## config.mk

```make
export PLATFORM = sky130hd
export DESIGN_NAME = axi_lite_mem_ctrl_flat
export DESIGN_NICKNAME = d
export VERILOG_FILES = /design/src/hw/axi_lite_pkg.sv /design/src/hw/axi_lite_if.sv /design/src/hw/axi_lite_mem_ctrl.sv /design/src/flat_wrapper.sv
export SDC_FILE = /design/constraint.sdc
export NUM_CORES = 1
export LEC_CHECK = 0
export BUFFER_PORTS_ARGS = -buffer_cell sky130_fd_sc_hd__buf_2
export CAP_MARGIN = 25
export CORE_AREA = 2 2 75 77
export CTS_BUF_LIST = sky130_fd_sc_hd__clkbuf_16
export CTS_CLUSTER_DIAMETER = 200
export DETAILED_ROUTE_END_ITERATION = 8
export DIE_AREA = 0 0 77 79
export MAX_ROUTING_LAYER = met4
export SYNTH_ARGS = -nofsm -noshare
export SYNTH_HDL_FRONTEND = slang
export SYNTH_SLANG_ARGS = --single-unit
```

## constraint.sdc

```tcl
create_clock -name clk -period 2.4 [get_ports clk]
set_input_delay 0.48 -clock clk [delete_from_list [all_inputs] [get_ports clk]]
set_output_delay 0.48 -clock clk [all_outputs]
set_load 0.01 [all_outputs]
```

## src/hw/axi_lite_pkg.sv

```systemverilog
package axi_lite_pkg;

    // Width of the AXI-Lite data bus in bits
    localparam int DATA_W = 32;

    // One write strobe bit for each byte lane of the data bus
    localparam int STRB_W = DATA_W / 8;

    // Width of the BRESP and RRESP fields
    localparam int RESP_W = 2;

    // Normal completion of a read or write
    localparam logic [RESP_W-1:0] RESP_OKAY = 2'b00;

    // Responder error, returned for addresses beyond the end of the memory
    localparam logic [RESP_W-1:0] RESP_SLVERR = 2'b10;

endpackage

```

## src/hw/axi_lite_if.sv

```systemverilog
`timescale 1ns/1ps

// AXI-Lite bus with the five channels and no clock or reset members
interface axi_lite_if
    import axi_lite_pkg::*;
#(
    parameter int ADDR_W = 12
);

    // Write address channel
    logic              awvalid;
    logic              awready;
    logic [ADDR_W-1:0] awaddr;

    // Write data channel
    logic              wvalid;
    logic              wready;
    logic [DATA_W-1:0] wdata;
    logic [STRB_W-1:0] wstrb;

    // Write response channel
    logic              bvalid;
    logic              bready;
    logic [RESP_W-1:0] bresp;

    // Read address channel
    logic              arvalid;
    logic              arready;
    logic [ADDR_W-1:0] araddr;

    // Read data channel
    logic              rvalid;
    logic              rready;
    logic [DATA_W-1:0] rdata;
    logic [RESP_W-1:0] rresp;

    // The side that issues requests and takes responses
    modport requester
    (
        output awvalid, awaddr, wvalid, wdata, wstrb, arvalid, araddr, bready, rready,
        input  awready, wready, arready, bvalid, bresp, rvalid, rdata, rresp
    );

    // The side that serves requests and returns responses
    modport responder
    (
        input  awvalid, awaddr, wvalid, wdata, wstrb, arvalid, araddr, bready, rready,
        output awready, wready, arready, bvalid, bresp, rvalid, rdata, rresp
    );

endinterface

```

## src/hw/axi_lite_mem_ctrl.sv

```systemverilog
`timescale 1ns/1ps

// AXI-Lite responder in front of the word array
// One write and one read may be outstanding, each held in its response register
module axi_lite_mem_ctrl
    import axi_lite_pkg::*;
#(
    parameter int ADDR_W = 12,
    parameter int DEPTH  = 256
)
(
    input  logic                     clk,
    input  logic                     rst_n,
    axi_lite_if.responder            bus,

    output logic                     wr_en,
    output logic [$clog2(DEPTH)-1:0] wr_idx,
    output logic [DATA_W-1:0]        wr_data,
    output logic [STRB_W-1:0]        wr_strb,
    output logic                     rd_en,
    output logic [$clog2(DEPTH)-1:0] rd_idx,
    input  logic [DATA_W-1:0]        rd_data
);

    localparam int IDX_W = $clog2(DEPTH);

    logic              ctrl_rdy;
    logic              bvalid_q;
    logic [RESP_W-1:0] bresp_q;
    logic              rvalid_q;
    logic              rd_err_q;
    logic [ADDR_W-3:0] aw_word;
    logic [ADDR_W-3:0] ar_word;
    logic              aw_ok;
    logic              ar_ok;
    logic              wr_take;
    logic              rd_take;

    // Byte addresses become word indexes; the two low bits select a byte and are dropped
    assign aw_word = bus.awaddr[ADDR_W-1:2];
    assign ar_word = bus.araddr[ADDR_W-1:2];

    // Anything at or past DEPTH words gets SLVERR
    assign aw_ok = (aw_word < DEPTH);
    assign ar_ok = (ar_word < DEPTH);

    // AW and W are taken together, and only when no write response is waiting
    assign wr_take     = ctrl_rdy && bus.awvalid && bus.wvalid && !bvalid_q;
    assign bus.awready = wr_take;
    assign bus.wready  = wr_take;

    // AR is open whenever the read response register is empty
    assign bus.arready = ctrl_rdy && !rvalid_q;
    assign rd_take     = bus.arvalid && bus.arready;

    // The array is written on the accepting edge unless the address is out of range
    assign wr_en   = wr_take && aw_ok;
    assign wr_idx  = aw_word[IDX_W-1:0];
    assign wr_data = bus.wdata;
    assign wr_strb = bus.wstrb;

    // Out-of-range reads leave the array read register alone
    assign rd_en  = rd_take && ar_ok;
    assign rd_idx = ar_word[IDX_W-1:0];

    assign bus.bvalid = bvalid_q;
    assign bus.bresp  = bresp_q;
    assign bus.rvalid = rvalid_q;
    assign bus.rresp  = rd_err_q ? RESP_SLVERR : RESP_OKAY;
    // An erroring read returns zero in place of the array word
    assign bus.rdata  = rd_err_q ? '0 : rd_data;

    // Response valids and the one-cycle start-up hold on the ready lines
    always_ff @(posedge clk)
    begin
        if (!rst_n)
        begin
            ctrl_rdy <= 1'b0;
            bvalid_q <= 1'b0;
            rvalid_q <= 1'b0;
        end
        else
        begin
            ctrl_rdy <= 1'b1;
            if (wr_take)
            begin
                bvalid_q <= 1'b1;
            end
            else if (bus.bready)
            begin
                bvalid_q <= 1'b0;
            end
            if (rd_take)
            begin
                rvalid_q <= 1'b1;
            end
            else if (bus.rready)
            begin
                rvalid_q <= 1'b0;
            end
        end
    end

    // Response payloads are captured with the request and held until taken
    always_ff @(posedge clk)
    begin
        if (wr_take)
        begin
            bresp_q <= aw_ok ? RESP_OKAY : RESP_SLVERR;
        end
        if (rd_take)
        begin
            rd_err_q <= !ar_ok;
        end
    end

    // A write response may not change or vanish before bready takes it
    a_b_hold : assert property (@(posedge clk) disable iff (!rst_n)
        bus.bvalid && !bus.bready |=> bus.bvalid && $stable(bus.bresp));

    // The read data comes from the array register, so this covers both modules
    a_r_hold : assert property (@(posedge clk) disable iff (!rst_n)
        bus.rvalid && !bus.rready |=> bus.rvalid && $stable(bus.rdata) && $stable(bus.rresp));

endmodule

```

## src/flat_wrapper.sv

```systemverilog
// flat-port wrapper written by rule: the top's interface ports become plain ports
module axi_lite_mem_ctrl_flat import axi_lite_pkg::*;
#(
    parameter int ADDR_W = 12,
    parameter int DEPTH  = 256
)
  (clk, rst_n, wr_en, wr_idx, wr_data, wr_strb, rd_en, rd_idx, rd_data, bus_awvalid, bus_awaddr, bus_wvalid, bus_wdata, bus_wstrb, bus_arvalid, bus_araddr, bus_bready, bus_rready, bus_awready, bus_wready, bus_arready, bus_bvalid, bus_bresp, bus_rvalid, bus_rdata, bus_rresp);
  axi_lite_if #(.ADDR_W(ADDR_W)) bus_i ();
  input  logic clk;
  input  logic rst_n;
  output logic wr_en;
  output logic [$clog2(DEPTH)-1:0] wr_idx;
  output logic [DATA_W-1:0] wr_data;
  output logic [STRB_W-1:0] wr_strb;
  output logic rd_en;
  output logic [$clog2(DEPTH)-1:0] rd_idx;
  input  logic [DATA_W-1:0] rd_data;
  input wire logic [$bits(bus_i.awvalid)-1:0] bus_awvalid;
  input wire logic [$bits(bus_i.awaddr)-1:0] bus_awaddr;
  input wire logic [$bits(bus_i.wvalid)-1:0] bus_wvalid;
  input wire logic [$bits(bus_i.wdata)-1:0] bus_wdata;
  input wire logic [$bits(bus_i.wstrb)-1:0] bus_wstrb;
  input wire logic [$bits(bus_i.arvalid)-1:0] bus_arvalid;
  input wire logic [$bits(bus_i.araddr)-1:0] bus_araddr;
  input wire logic [$bits(bus_i.bready)-1:0] bus_bready;
  input wire logic [$bits(bus_i.rready)-1:0] bus_rready;
  output wire logic [$bits(bus_i.awready)-1:0] bus_awready;
  output wire logic [$bits(bus_i.wready)-1:0] bus_wready;
  output wire logic [$bits(bus_i.arready)-1:0] bus_arready;
  output wire logic [$bits(bus_i.bvalid)-1:0] bus_bvalid;
  output wire logic [$bits(bus_i.bresp)-1:0] bus_bresp;
  output wire logic [$bits(bus_i.rvalid)-1:0] bus_rvalid;
  output wire logic [$bits(bus_i.rdata)-1:0] bus_rdata;
  output wire logic [$bits(bus_i.rresp)-1:0] bus_rresp;
  assign bus_i.awvalid = bus_awvalid;
  assign bus_i.awaddr = bus_awaddr;
  assign bus_i.wvalid = bus_wvalid;
  assign bus_i.wdata = bus_wdata;
  assign bus_i.wstrb = bus_wstrb;
  assign bus_i.arvalid = bus_arvalid;
  assign bus_i.araddr = bus_araddr;
  assign bus_i.bready = bus_bready;
  assign bus_i.rready = bus_rready;
  assign bus_awready = bus_i.awready;
  assign bus_wready = bus_i.wready;
  assign bus_arready = bus_i.arready;
  assign bus_bvalid = bus_i.bvalid;
  assign bus_bresp = bus_i.bresp;
  assign bus_rvalid = bus_i.rvalid;
  assign bus_rdata = bus_i.rdata;
  assign bus_rresp = bus_i.rresp;
  axi_lite_mem_ctrl #(.ADDR_W(ADDR_W), .DEPTH(DEPTH)) u_core (.clk(clk), .rst_n(rst_n), .bus(bus_i), .wr_en(wr_en), .wr_idx(wr_idx), .wr_data(wr_data), .wr_strb(wr_strb), .rd_en(rd_en), .rd_idx(rd_idx), .rd_data(rd_data));
endmodule
```

Word level (Yosys, flattened, before mapping)
Index checks and enable logic that the tools add are counted.

cells by class
  order comparisons = 2
  multiplexer cells = 8
  reduce and logical (&&, ||, !) cells = 12

operators by type and width
  kind                                                                            count
  32-bit 2-to-1 mux                                                               1
  10-bit by 9-bit less-than comparator with 1-bit output (second input constant)  2
  1-bit logical AND                                                               7
  1-bit 2-to-1 mux                                                                5
  2-bit 2-to-1 mux                                                                2
  2-bit nonzero test                                                              2
  1-bit zero test                                                                 3

word-level totals
  register bits after elaboration = 6
  output and inout bits = 95
  logic and storage cells = 27

Depth between registers and ports, before layout
Gate-level depths: netlist (run 1).

  depth after elaboration = 4
  gate-level depth with buffers = 3
  gate-level depth less buffers = 2

Worst setup path before layout (run 1)
OpenSTA, ideal clock, no wires.

  path kind = in2out
  start point = in bus_wvalid
  end point = out bus_wready
  arrival = 0.892 ns
  data required time = 1.920 ns
  slack = 1.028 ns
  stages on the path = 3
  buffers on the path = 1
  path through = nand4b_1 -> inv_1 -> buf_4

on the way
  longest elaborated chain between the ends = 2

ends and longest elaborated chain
  element                          line                     text
  start: declaration               flat_wrapper.sv:20       input wire logic [$bits(bus_i.wvalid)-1:0] bus_wvalid;
  1-bit logical AND (2 in series)  axi_lite_mem_ctrl.sv:48  assign wr_take = ctrl_rdy && bus.awvalid && bus.wvalid && !bvalid_q;
  end: declaration                 flat_wrapper.sv:28       output wire logic [$bits(bus_i.wready)-1:0] bus_wready;

No other way between the ends.

Final worst setup path (run 1)
  start point = reg u_core.rd_err_q
  end point = out bus_rdata[0]

on the way
  longest elaborated chain between the ends = 1

ends and longest elaborated chain
  element                   line                      text
  start: declaration        axi_lite_mem_ctrl.sv:31   logic rd_err_q;
  start signal: assignment  axi_lite_mem_ctrl.sv:113  rd_err_q <= !ar_ok;
  32-bit 2-to-1 mux         axi_lite_mem_ctrl.sv:71   assign bus.rdata = rd_err_q ? '0 : rd_data;
  end: declaration          flat_wrapper.sv:33        output wire logic [$bits(bus_i.rdata)-1:0] bus_rdata;

No other way between the ends.

==> results.env, run 1 <==
ROUTE.VIAS.TOTAL=709
PWR_DENSITY_mW_PER_MM2=470.9
CTS-ROOT-BUF='clkbuf_16'
INSTANCES_NO_FILL=212
SYNTH-EDFF-COUNT=2
DETAILEDPLACE.WORSTSLACK_NS=0.8846
INSERTEDDIODECOUNT=0
LAYOUT_SETUP_WS_NS=0.8093
YOSYS_WARNING_TOTAL=0
POSTCTSHOLDBUFS=0
USE_MET1=0.05292
EFFECTIVE_UTILIZATION_AT_FLOORPLAN=0.1582
CRITPATHCAPTURETYPE='primary output'
DRT_FIRST_ITER_VIOLATIONS=9
HOLDWS_NS=0.4071
FLOORPLAN.ROWS=27
TIMING_MAX_TRANSITION_VIOLATIONS_FINAL=0
PLACEMENT_STAGE_CELL_AREA_UM2=918.4
WORST-PATH-MAX-FANOUT=33
CLOCK_SINKS=5
ANTENNA_FOUND_INITIAL=0
GRTUSAGETOTAL=0.06221
STATUS='complete, no violations'
TRITONCTS='done'
DIE_H_UM=79
STARTPOINT_TYPE='flip-flop'
GR-TOTAL-OVERFLOW=0
TOTALWIRELENGTH_UM=2012
GROUTE.LAYER.MET3.USAGE=0.06364
FMAX_MHz=628.7
SYNTH_CELLS=110
SYNTH-SEQ-CELLS=5
SYNTHTOPCELLSBYAREA='buf_4 (52%), nor2b_1 (24%), dfxtp_1 (7.1%), edfxtp_1 (7.1%), a21boi_1 (1.8%)'
VDD.IR_DROP.WORST_mV=0.1534
RR_WORST_DEPTH=2
SETUP.WORST_PATH.CLASS='flip-flop to primary output'
SYNTHDISTINCTLIBCELLS=12
FIRSTDRTPASSITERS=4
GRT-BUSIEST-LAYER='met2'
GRT_FIRST_PASS_WIRELENGTH_UM=2829
FINAL-HOLD-VIOLATION-COUNT=0
POST-SYNTH-TOP-COUNT-CELL='buf_4'
SYNTH.YOSYS.SEQ_AREA_SHARE=0.1422
SYNTH_LARGEST_TYPE_AREA_FRACTION=0.5244
GLOBAL_ROUTE.USAGE.MET2=0.08947
UNREPAIRED_SETUP_ENDPOINTS_AFTER_GLOBAL_ROUTING='false'
POST-ROUTE-PERIOD-UTIL=0.6628
YOSYS-TOP-CELLS-COUNT='buf_4 (59), nor2b_1 (33), dfxtp_1 (3)'
YOSYS_MOST_USED_DFF='dfxtp_1'
GP_CONGESTION=0.5416
HTREEDEPTH=1
MIN_PATH_TYPE='input port to flip-flop'
FF2FF_SETUP_SLACK_NS=1.43
REMAINING_NUMBER_OF_NETS_FLAGGED_BY_THE_ANTENNA_CHECK_AFTER_ROUTING=0
WIRE_LENGTH_PER_CELL_AFTER_DETAILED_ROUTING_UM=9.491
GRT_PASS1_VIAS=596
FINISH.INSTANCE_AREA_UM2=997.2
SYN2LAYOUT_AREA_GROWTH_PCT=18.07
NUMCTSBUFFERS=3
DRC=0
DIE-AREA_MM2=0.006083
SYNTHDOMINANTAREACELLTYPE='buf_4'
ASYNCSETRESETFLOPFRACSYNTH=0
ARRIVAL_TIME_AT_THE_WORST_ENDPOINT_NS=1.11
CTS.REPAIR_TIMING.SETUP_BUFFER_COUNT=0
LAYOUT_MIN_CYCLE_TIME_NS=1.591
CTS.REPAIR.RESIZED=0
SYNTH_AREA_UM2=844.6
FINISH.NET_COUNT=240
BOUNDARYPINS=194
SETUP_TNS_NS=0
HOLD-PATH-CELL-COUNT=1
DIE-WIDTH_UM=77
VIA_PER_INST=3.344
FINAL_LAYOUT_SIZE_SUFFIX_GT1_FRAC=0.6214
POWER.LEAKAGE_nW=0.5659
SYN_AVG_CELL_AREA_UM2=7.678
CORE_AREA_MM2=0.005338
SETUP_VIOL=0
PLACE.PORT_BUFFERS=83
CP_DATA_REQUIRED_TIME_NS=1.92
GRT_START_MAX_NET_PINS=34
CLK_TRANSITION_REPORTED_PATHS_NS=0.03
WORST_CLOCK_SKEW_NS=0.001075
WORST_SKEW_PAIR.LATE_LATENCY_NS=0.23
CTS-ROOT-TO-SINK-BUFFERS=2
MAX_CAP_VIOLATIONS=0
PLACED_CELLS_INCL_TAPS=208
per-stage QoR:
stage	power, mW	utilization
2_1_floorplan	0.2365	-
3_5_place_dp	0.2019	0.1721
4_1_cts	0.4756	0.1868
6_report	0.4696	0.1868
3_3_place_gp	0.2008	0.1721
5_1_grt	0.4946	0.1868
final timing paths:
| kind | start | to |
|---|---|---|
| hold reg to reg | u_core.bus.bvalid$_SDFFE_PN0P_ | u_core.bus.bvalid$_SDFFE_PN0P_ |
| setup reg to reg | u_core.ctrl_rdy$_DFF_P_ | u_core.bus.bresp[1]$_DFFE_PP_ |
| setup / recovery | u_core.rd_err_q$_DFFE_PP_ | bus_rdata[0] |
| hold / removal | rst_n | u_core.ctrl_rdy$_DFF_P_ |
worst max-delay path: stages, from the launching register on:
cell,delay (ns)
edfxtp_1,0.34
buf_4,0.23
nor2b_1,0.16
buf_2,0.15
cell usage in the layout, fill, tap and decap left out:
master     count
buf_4          1
nand2b_1       2
nand3b_1       1
conb_1         2
nor2_1         2
buf_2         83
inv_1          3
nand4b_1       1
edfxtp_1       2
or2_1          2
dfxtp_1        3
nor2b_1       33
clkbuf_16      3
a21boi_1       2
flip-flops by register name, summed over array words and instances, names as in the netlist:
| name | cells |
|---|---|
| u_core.ctrl_rdy | 1 |
| u_core.bus.rvalid | 1 |
| u_core.bus.bvalid | 1 |
| u_core.bus.bresp | 1 |
| u_core.rd_err_q | 1 |
cell families after synthesis:
kind of cell / after synthesis / share of synthesized area
AOI/OAI and AO/OA: 2 / 0.01777
other: 1 / 0.004440
and+or+nand+nor: 41 / 0.3022
DFF: 5 / 0.1422
buffers and inverters: 61 / 0.5333
area by class of cell:
type / instances / area [µm²]
Tap cell: 72 / 90.09
Clock buffer: 3 / 75.07
Clock inverter: 1 / 3.754
Sequential cell: 5 / 120.1
Timing Repair Buffer: 84 / 422.9
Inverter: 2 / 7.507
Multi-Input combinational cell: 45 / 277.8
Fill cell: 618 / 4340
layer usage:
layer | up-vias | routed length, µm
met5 | - | 0
li1 | 335 | -
met1 | 281 | 672
met3 | 6 | 477
met4 | 0 | 19
met2 | 87 | 843
power by group:
part           total [mW]  leakage (nW)  internal [mW]  switching (mW)
combinational       0.104         0.481         0.0579          0.0458
clock               0.271        0.0423          0.216          0.0547
sequential         0.0954        0.0426         0.0929         0.00251
total               0.470         0.566          0.367           0.103
(Power assumes the default switching activity.)
==> run 2: changes to the inputs <==
Clock period 2.4 ns to 1.3 ns, I/O delays scaled along.
==> run 2 against run 1 <==
  * The flow now finishes with violations (setup timing)
  * Clock skew is essentially flat
  * Via count grew 3.0%
  * Clock power grew 86%
  * Sequential power grew 86%
==> results.env, run 2 (same netlist as run 1, synthesis figures left out) <==
GP_CONGESTION=0.5478  # was 0.5416
LAYOUT_MIN_CYCLE_TIME_NS=1.341
POST-ROUTE-PERIOD-UTIL=1.032
GRT_FIRST_PASS_WIRELENGTH_UM=2815  # was 2829 µm
GR-TOTAL-OVERFLOW=0  # unchanged
SYN2LAYOUT_AREA_GROWTH_PCT=24.00  # was 18.07%
ANTENNA_FOUND_INITIAL=0  # unchanged
SETUP.WORST_PATH.CLASS='flip-flop to primary output'  # unchanged
CTS-ROOT-TO-SINK-BUFFERS=2  # unchanged
TRITONCTS='done'  # unchanged
INSERTEDDIODECOUNT=0  # unchanged
GROUTE.LAYER.MET3.USAGE=0.05455  # was 0.06364
DIE-AREA_MM2=0.006083  # unchanged
FF_LATCH_AREA_UM2=122.6  # was 120.1 µm²
GRT_PASS1_VIAS=569  # was 596
WORST_CLOCK_SKEW_NS=0.001015  # was 0.001075 ns
CRITICAL_PATH_BUF_INV_COUNT=2  # unchanged
CTS-ROOT-BUF='clkbuf_16'  # unchanged
UNREPAIRED_SETUP_ENDPOINTS_AFTER_GLOBAL_ROUTING='true'  # was false
CORE_AREA_MM2=0.005338  # unchanged
TOTALWIRELENGTH_UM=2038  # was 2012 µm
DRT_FIRST_ITER_VIOLATIONS=8  # was 9
ARRIVAL_TIME_AT_THE_WORST_ENDPOINT_NS=1.08  # was 1.11 ns
EFFECTIVE_UTILIZATION_AT_FLOORPLAN=0.1582  # unchanged
GRT_START_MAX_NET_PINS=34  # unchanged
USE_MET1=0.05903  # was 0.05292
CLK_TRANSITION_REPORTED_PATHS_NS=0.03  # about the same
GRT-BUSIEST-LAYER='met2'  # unchanged
N_FILL_CELL=605  # was 618
POSTCTSHOLDBUFS=0  # unchanged
FAILED_CHECKS='setup timing'
DIE_H_UM=79  # unchanged
VDD.IR_DROP.WORST_mV=0.3409  # was 0.1534 mV
TIMING.CRITICAL_PATH.SLOWEST_CELL_DELAY_NS=0.40  # was 0.34 ns
LAYOUT_COMMON_CELLS='buf_2 (81), nor2b_1 (30), nor2b_2 (3), clkbuf_16 (3)'  # was buf_2 (83), nor2b_1 (33), inv_1 (3), clkbuf_16 (3), dfxtp_1 (3)
MIN_PATH_TYPE='input port to flip-flop'  # unchanged
FINAL_LAYOUT_SIZE_SUFFIX_GT1_FRAC=0.6690  # was 0.6214
REMAINING_NUMBER_OF_NETS_FLAGGED_BY_THE_ANTENNA_CHECK_AFTER_ROUTING=0  # unchanged
DRC=0  # unchanged
SETUP_VIOL=32  # was 0
CRIT_PATH_CELLS='buf_12 > nor2b_1 > buf_2'  # was buf_4 > nor2b_1 > buf_2
POST-DP-HPWL_UM=1756
FMAX_MHz=745.6
FINAL_COMMON_CELL='buf_2'  # unchanged
DIE-WIDTH_UM=77  # unchanged
FINAL-HOLD-VIOLATION-COUNT=0  # unchanged
WORST-PATH-MAX-FANOUT=33  # unchanged
GLOBAL_ROUTE.USAGE.MET2=0.08860  # was 0.08947
STATUS='finished, violations left'  # was complete, no violations
WIRE_LENGTH_PER_CELL_AFTER_DETAILED_ROUTING_UM=9.523  # was 9.491 µm
MAX_CAP_VIOLATIONS=0  # unchanged
WORST_SKEW_PAIR.LATE_LATENCY_NS=0.23  # about the same
HTREEDEPTH=1  # unchanged
MULTI_INPUT_COMB_AREA_UM2=285.3  # was 277.8 µm²
VIA_PER_INST=3.411  # was 3.344
CP_DATA_REQUIRED_TIME_NS=1.04  # was 1.92 ns
CRITPATHCAPTURETYPE='primary output'  # unchanged
BOUNDARYPINS=194  # unchanged
GRTUSAGETOTAL=0.06143  # was 0.06221
DETAILEDPLACE.WORSTSLACK_NS=0.1674  # was 0.8846 ns
SETUP_TNS_NS=-0.5070  # was 0 ns
FINISH.NET_COUNT=242  # was 240
INSTANCES_NO_FILL=214  # was 212
TIMING_MAX_TRANSITION_VIOLATIONS_FINAL=0  # unchanged
NUMCTSBUFFERS=3  # unchanged
CLOCK_SINKS=5  # unchanged
PLACE.PORT_BUFFERS=83  # unchanged
FLOORPLAN.ROWS=27  # unchanged
LAYOUT_SETUP_WS_NS=-0.04127  # was 0.8093 ns
STARTPOINT_TYPE='flip-flop'  # unchanged
CRIT_FAMILY='flip-flops'  # was buffers and inverters
FINAL_UTIL=0.1962  # was 0.1868
PWR_DENSITY_mW_PER_MM2=846.2  # was 470.9 mW/mm²
FIRSTDRTPASSITERS=4  # unchanged
ROUTE.VIAS.TOTAL=730  # was 709
POWER.LEAKAGE_nW=0.5833  # was 0.5659 nW
WORST_PATH_MAX_DELAY_CELL='edfxtp_1'  # unchanged
PLACED_CELLS_INCL_TAPS=209  # was 208
## run 2: cell count changes in the layout (fill, tap and decap cells not counted), moves of 2 or more
cell	before	now
buf_2	83	81
nor2b_2	0	3
nor2b_1	33	30
dfxtp_1	3	1
buf_6	0	2
dfxtp_2	0	2
## run 2: final timing paths
path / startpoint / to / slack, ns / cells after the start
max: u_core.rd_err_q$_DFFE_PP_ / bus_rdata[0] / -0.04 / 3
min: rst_n / u_core.ctrl_rdy$_DFF_P_ / 0.17 / 1
max reg2reg: u_core.bus.rvalid$_SDFFE_PN0P_ / u_core.rd_err_q$_DFFE_PP_ / 0.33 / 3
min reg2reg: u_core.bus.bvalid$_SDFFE_PN0P_ / u_core.bus.bvalid$_SDFFE_PN0P_ / 0.47 / 2
## run 2: what timing repair did
item | in CTS | in global routing
setup endpoints to repair | 32 | 36
gates resized for setup | 1 | 7
setup buffers | 0 | 1
cloned | 0 | 0
pin swaps | 0 | 2
## run 2: final cells by class
type / count / share of cell area
repair buffers: 86 / 0.4421
multi-input cells: 45 / 0.2724
flip-flops and latches: 5 / 0.1171
well taps: 72 / 0.08602
clock buffers: 3 / 0.07168
inverters: 2 / 0.007168
clock inverters: 1 / 0.003584
## run 2: worst register-to-register path: cells and delay by family (launching register included)
family / cells / cell delay, ns
and+or+nand+nor: 1 / 0.17
DFF: 1 / 0.32
buffers and inverters: 2 / 0.20
## run 2: metrics by stage
step,total power [mW],cell area [µm²],hold slack [ns]
finish,0.8862,1047,0.1744
global route,0.9324,1047,0.1900
CTS,0.8957,1020,0.1853
detailed placement,0.3793,938.4,0.4186
global placement,0.3771,938.4,0.4201
floorplan,0.4366,848.3,0.2877
## run 2: metal layers
| metal | wire, µm | part of all wire | vias up |
|---|---|---|---|
| met5 | 0 | 0 | - |
| met4 | 11 | 0.0054 | 0 |
| met3 | 437 | 0.21 | 4 |
| met2 | 883 | 0.43 | 87 |
| met1 | 705 | 0.35 | 300 |
| li1 | - | - | 339 |
## run 2: power breakdown
group / total, mW / leakage, nW / switching [mW] / internal (mW)
clock: 0.504 / 0.0423 / 0.106 / 0.399
sequential: 0.177 / 0.0434 / 0.00478 / 0.172
combinational: 0.205 / 0.498 / 0.0874 / 0.118
total: 0.886 / 0.583 / 0.198 / 0.688
==> run 3: changes to the inputs <==
Settings changed: BUFFER_PORTS_ARGS -buffer_cell sky130_fd_sc_hd__buf_2 to not set, DONT_BUFFER_PORTS set to 1, PLACE_DENSITY set to 0.34.
==> run 3 against run 2 <==
  * The flow still finishes with violations (setup timing)
  * Global-route usage is 2.0 points lower
  * Cell count fell by 39%
  * First-iteration DRC count down 100%
  * Clock skew is 0.00057 ns lower
  * Count of clock-buffer cells in the layout is the same
  * Non-clock buffer count shrank 84
  * Via count fell by 31%
  * Hold slack got worse by 0.12 ns
  * Sequential cell count did not move
==> results.env, run 3 (same netlist as run 1, synthesis figures left out) <==
STATUS='finished, violations left'  # unchanged
FAILED_CHECKS='setup timing'  # unchanged
CRIT_PATH_END='bus_rdata[2]'  # was bus_rdata[0]
DRC=0  # unchanged
RR_WORST_DEPTH=2  # was 3
VIA_PER_INST=3.862  # was 3.411
LAYOUT_COMMON_CELLS='nor2b_1 (29), nor2b_2 (4), clkbuf_16 (3)'  # was buf_2 (81), nor2b_1 (30), nor2b_2 (3), clkbuf_16 (3)
SETUP_VIOL=19  # was 32
WORST_CLOCK_SKEW_NS=0.0004445  # was 0.001015 ns
LAYOUT_MIN_CYCLE_TIME_NS=1.324  # was 1.341 ns
HTREEDEPTH=1  # unchanged
WORST_PATH_MAX_DELAY_CELL='edfxtp_1'  # unchanged
GRT_START_MAX_NET_PINS=34  # unchanged
FF2FF_SETUP_SLACK_NS=0.23  # was 0.33 ns
GRT_PASS1_VIAS=467  # was 569
CLK_TRANSITION_REPORTED_PATHS_NS=0.03  # about the same
WIRE_LENGTH_PER_CELL_AFTER_DETAILED_ROUTING_UM=11.48  # was 9.523 µm
CRIT-REG2REG-LAUNCH='u_core.bus.bvalid$_SDFFE_PN0P_'  # was u_core.bus.rvalid$_SDFFE_PN0P_
CRIT_PATH_CELLS='buf_12 > nor2b_1'  # was buf_12 > nor2b_1 > buf_2
GRTUSAGETOTAL=0.04116  # was 0.06143
NUMCTSBUFFERS=3  # unchanged
REGTOREGENDPOINT='u_core.bus.bresp[1]$_DFFE_PP_'  # was u_core.rd_err_q$_DFFE_PP_
GRT_FIRST_PASS_WIRELENGTH_UM=1925  # was 2815 µm
SETUP.WORST_PATH.CLASS='flip-flop to primary output'  # unchanged
MIN_PATH_TYPE='input port to flip-flop'  # unchanged
PLACEMENT_STAGE_CELL_AREA_UM2=515.5  # was 938.4 µm²
REMAINING_NUMBER_OF_NETS_FLAGGED_BY_THE_ANTENNA_CHECK_AFTER_ROUTING=0  # unchanged
CTS-ROOT-BUF='clkbuf_16'  # unchanged
GR-TOTAL-OVERFLOW=0  # unchanged
ROUTE.VIAS.TOTAL=502  # was 730
FINISH.NET_COUNT=158  # was 242
TOTALWIRELENGTH_UM=1493  # was 2038 µm
CP_DATA_REQUIRED_TIME_NS=1.04  # about the same
STARTPOINT_TYPE='flip-flop'  # unchanged
MULTI_INPUT_COMB_AREA_UM2=292.8  # was 285.3 µm²
PLACE.PORT_BUFFERS=0  # was 83
FMAX_MHz=755.1  # was 745.6 MHz
LAYOUT_SETUP_WS_NS=-0.02441  # was -0.04127 ns
INSERTEDDIODECOUNT=0  # unchanged
DIE_H_UM=79  # unchanged
FIRSTDRTPASSITERS=1  # was 4
POST-ROUTE-PERIOD-UTIL=1.019  # was 1.032
WORST-PATH-MAX-FANOUT=33  # unchanged
FINAL-HOLD-VIOLATION-COUNT=0  # unchanged
DIE-WIDTH_UM=77  # unchanged
EFFECTIVE_UTILIZATION_AT_FLOORPLAN=0.1582  # unchanged
FINISH.INSTANCE_AREA_UM2=619.3  # was 0.001047 mm²
CRITPATHCAPTURETYPE='primary output'  # unchanged
DIE-AREA_MM2=0.006083  # unchanged
FF_LATCH_AREA_UM2=122.6  # unchanged
ARRIVAL_TIME_AT_THE_WORST_ENDPOINT_NS=1.06  # was 1.08 ns
CORE_AREA_MM2=0.005338  # unchanged
ANTENNA_FOUND_INITIAL=0  # unchanged
FINAL_COMMON_CELL='nor2b_1'  # was buf_2
CTS-ROOT-TO-SINK-BUFFERS=2  # unchanged
VDD.IR_DROP.WORST_mV=0.7898  # was 0.3409 mV
CP-STARTPOINT='u_core.rd_err_q$_DFFE_PP_'  # unchanged
MAX_CAP_VIOLATIONS=0  # unchanged
GP_CONGESTION=0.6069  # was 0.5478
FINAL_LAYOUT_SIZE_SUFFIX_GT1_FRAC=0.2414  # was 0.6690
TIMING.CRITICAL_PATH.SLOWEST_CELL_DELAY_NS=0.40  # about the same
PWR_DENSITY_mW_PER_MM2=1253  # was 846.2 mW/mm²
TIMING_MAX_TRANSITION_VIOLATIONS_FINAL=0  # unchanged
CLOCK_SINKS=5  # unchanged
UNREPAIRED_SETUP_ENDPOINTS_AFTER_GLOBAL_ROUTING='true'  # unchanged
DRT_FIRST_ITER_VIOLATIONS=0  # was 8
WORST_SKEW_PAIR.LATE_LATENCY_NS=0.23  # about the same
DETAILEDPLACE.WORSTSLACK_NS=0.2095  # was 0.1674 ns
FLOORPLAN.ROWS=27  # unchanged
POWER.LEAKAGE_nW=0.2120  # was 0.5833 nW
SYN2LAYOUT_AREA_GROWTH_PCT=-26.67  # was 24.00%
N_FILL_CELL=609  # was 605
TRITONCTS='done'  # unchanged
BOUNDARYPINS=194  # unchanged
-- run 3: changes by cell type in the layout (fill, tap and decap cells not counted), sizes merged --
cell / delta
buf: -84
-- run 3: worst min-delay path by stage --
stage           from                 endpoint  slack [ns]  depth (start not counted)
6_report       rst_n  u_core.ctrl_rdy$_DFF_P_        0.06                          0
5_1_grt        rst_n  u_core.ctrl_rdy$_DFF_P_        0.05                          0
4_1_cts        rst_n  u_core.ctrl_rdy$_DFF_P_        0.05                          0
3_5_place_dp   rst_n  u_core.ctrl_rdy$_DFF_P_        0.29                          0
3_3_place_gp   rst_n  u_core.ctrl_rdy$_DFF_P_        0.29                          0
2_1_floorplan  rst_n  u_core.ctrl_rdy$_DFF_P_        0.29                          0
-- run 3: layout make-up --
cell class,count,area share
multi-input combinational,45,0.4727
timing repair buffer,2,0.04444
tap,72,0.1455
clock buffer,3,0.1212
clock inverter,1,0.006061
sequential,5,0.1980
inverter,2,0.01212
-- run 3: repair_timing --
| item | 4_1_cts | 5_1_grt |
|---|---|---|
| pin swaps | 0 | 2 |
| endpoints found under the setup margin | 32 | 35 |
| setup buffers | 0 | 1 |
| hold buffers | 0 | 0 |
| resized for setup | 1 | 8 |
-- run 3: layer usage --
layer	vias to the layer above	global-route usage	part of all wire
met3	12	0.03750	0.22
met5	-	-	0
met1	211	0.02546	0.27
li1	169	-	-
met2	110	0.06667	0.49
met4	0	0.03571	0.032
-- run 3: critical path, delay by kind of cell, from the launching register on --
family	cells	cell delay, ns
flip-flops	1	0.40
AND/OR/NAND/NOR	1	0.24
buffers and inverters	1	0.19
-- run 3: where the power goes --
part,internal [mW],switching [mW],leakage [nW]
clock network,0.398,0.100,0.0423
logic,0.0386,0.0595,0.126
registers,0.172,0.00736,0.0434
total,0.609,0.167,0.212
-- run 3: through the flow --
stage / total power [mW] / utilization / std cells / hold slack [ns] / setup TNS [ns]
final: 0.7762 / 0.1160 / 130 / 0.05777 / -0.1501
after global routing: 0.8088 / 0.1160 / 130 / 0.04893 / -1.508
after CTS: 0.7799 / 0.1118 / 129 / 0.05403 / -0.5278
after detailed placement: 0.2747 / 0.09658 / 125 / 0.2880 / 0
after global placement: 0.2758 / 0.09658 / 125 / 0.2879 / 0
after floorplan: 0.4366 / - / 111 / 0.2877 / 0
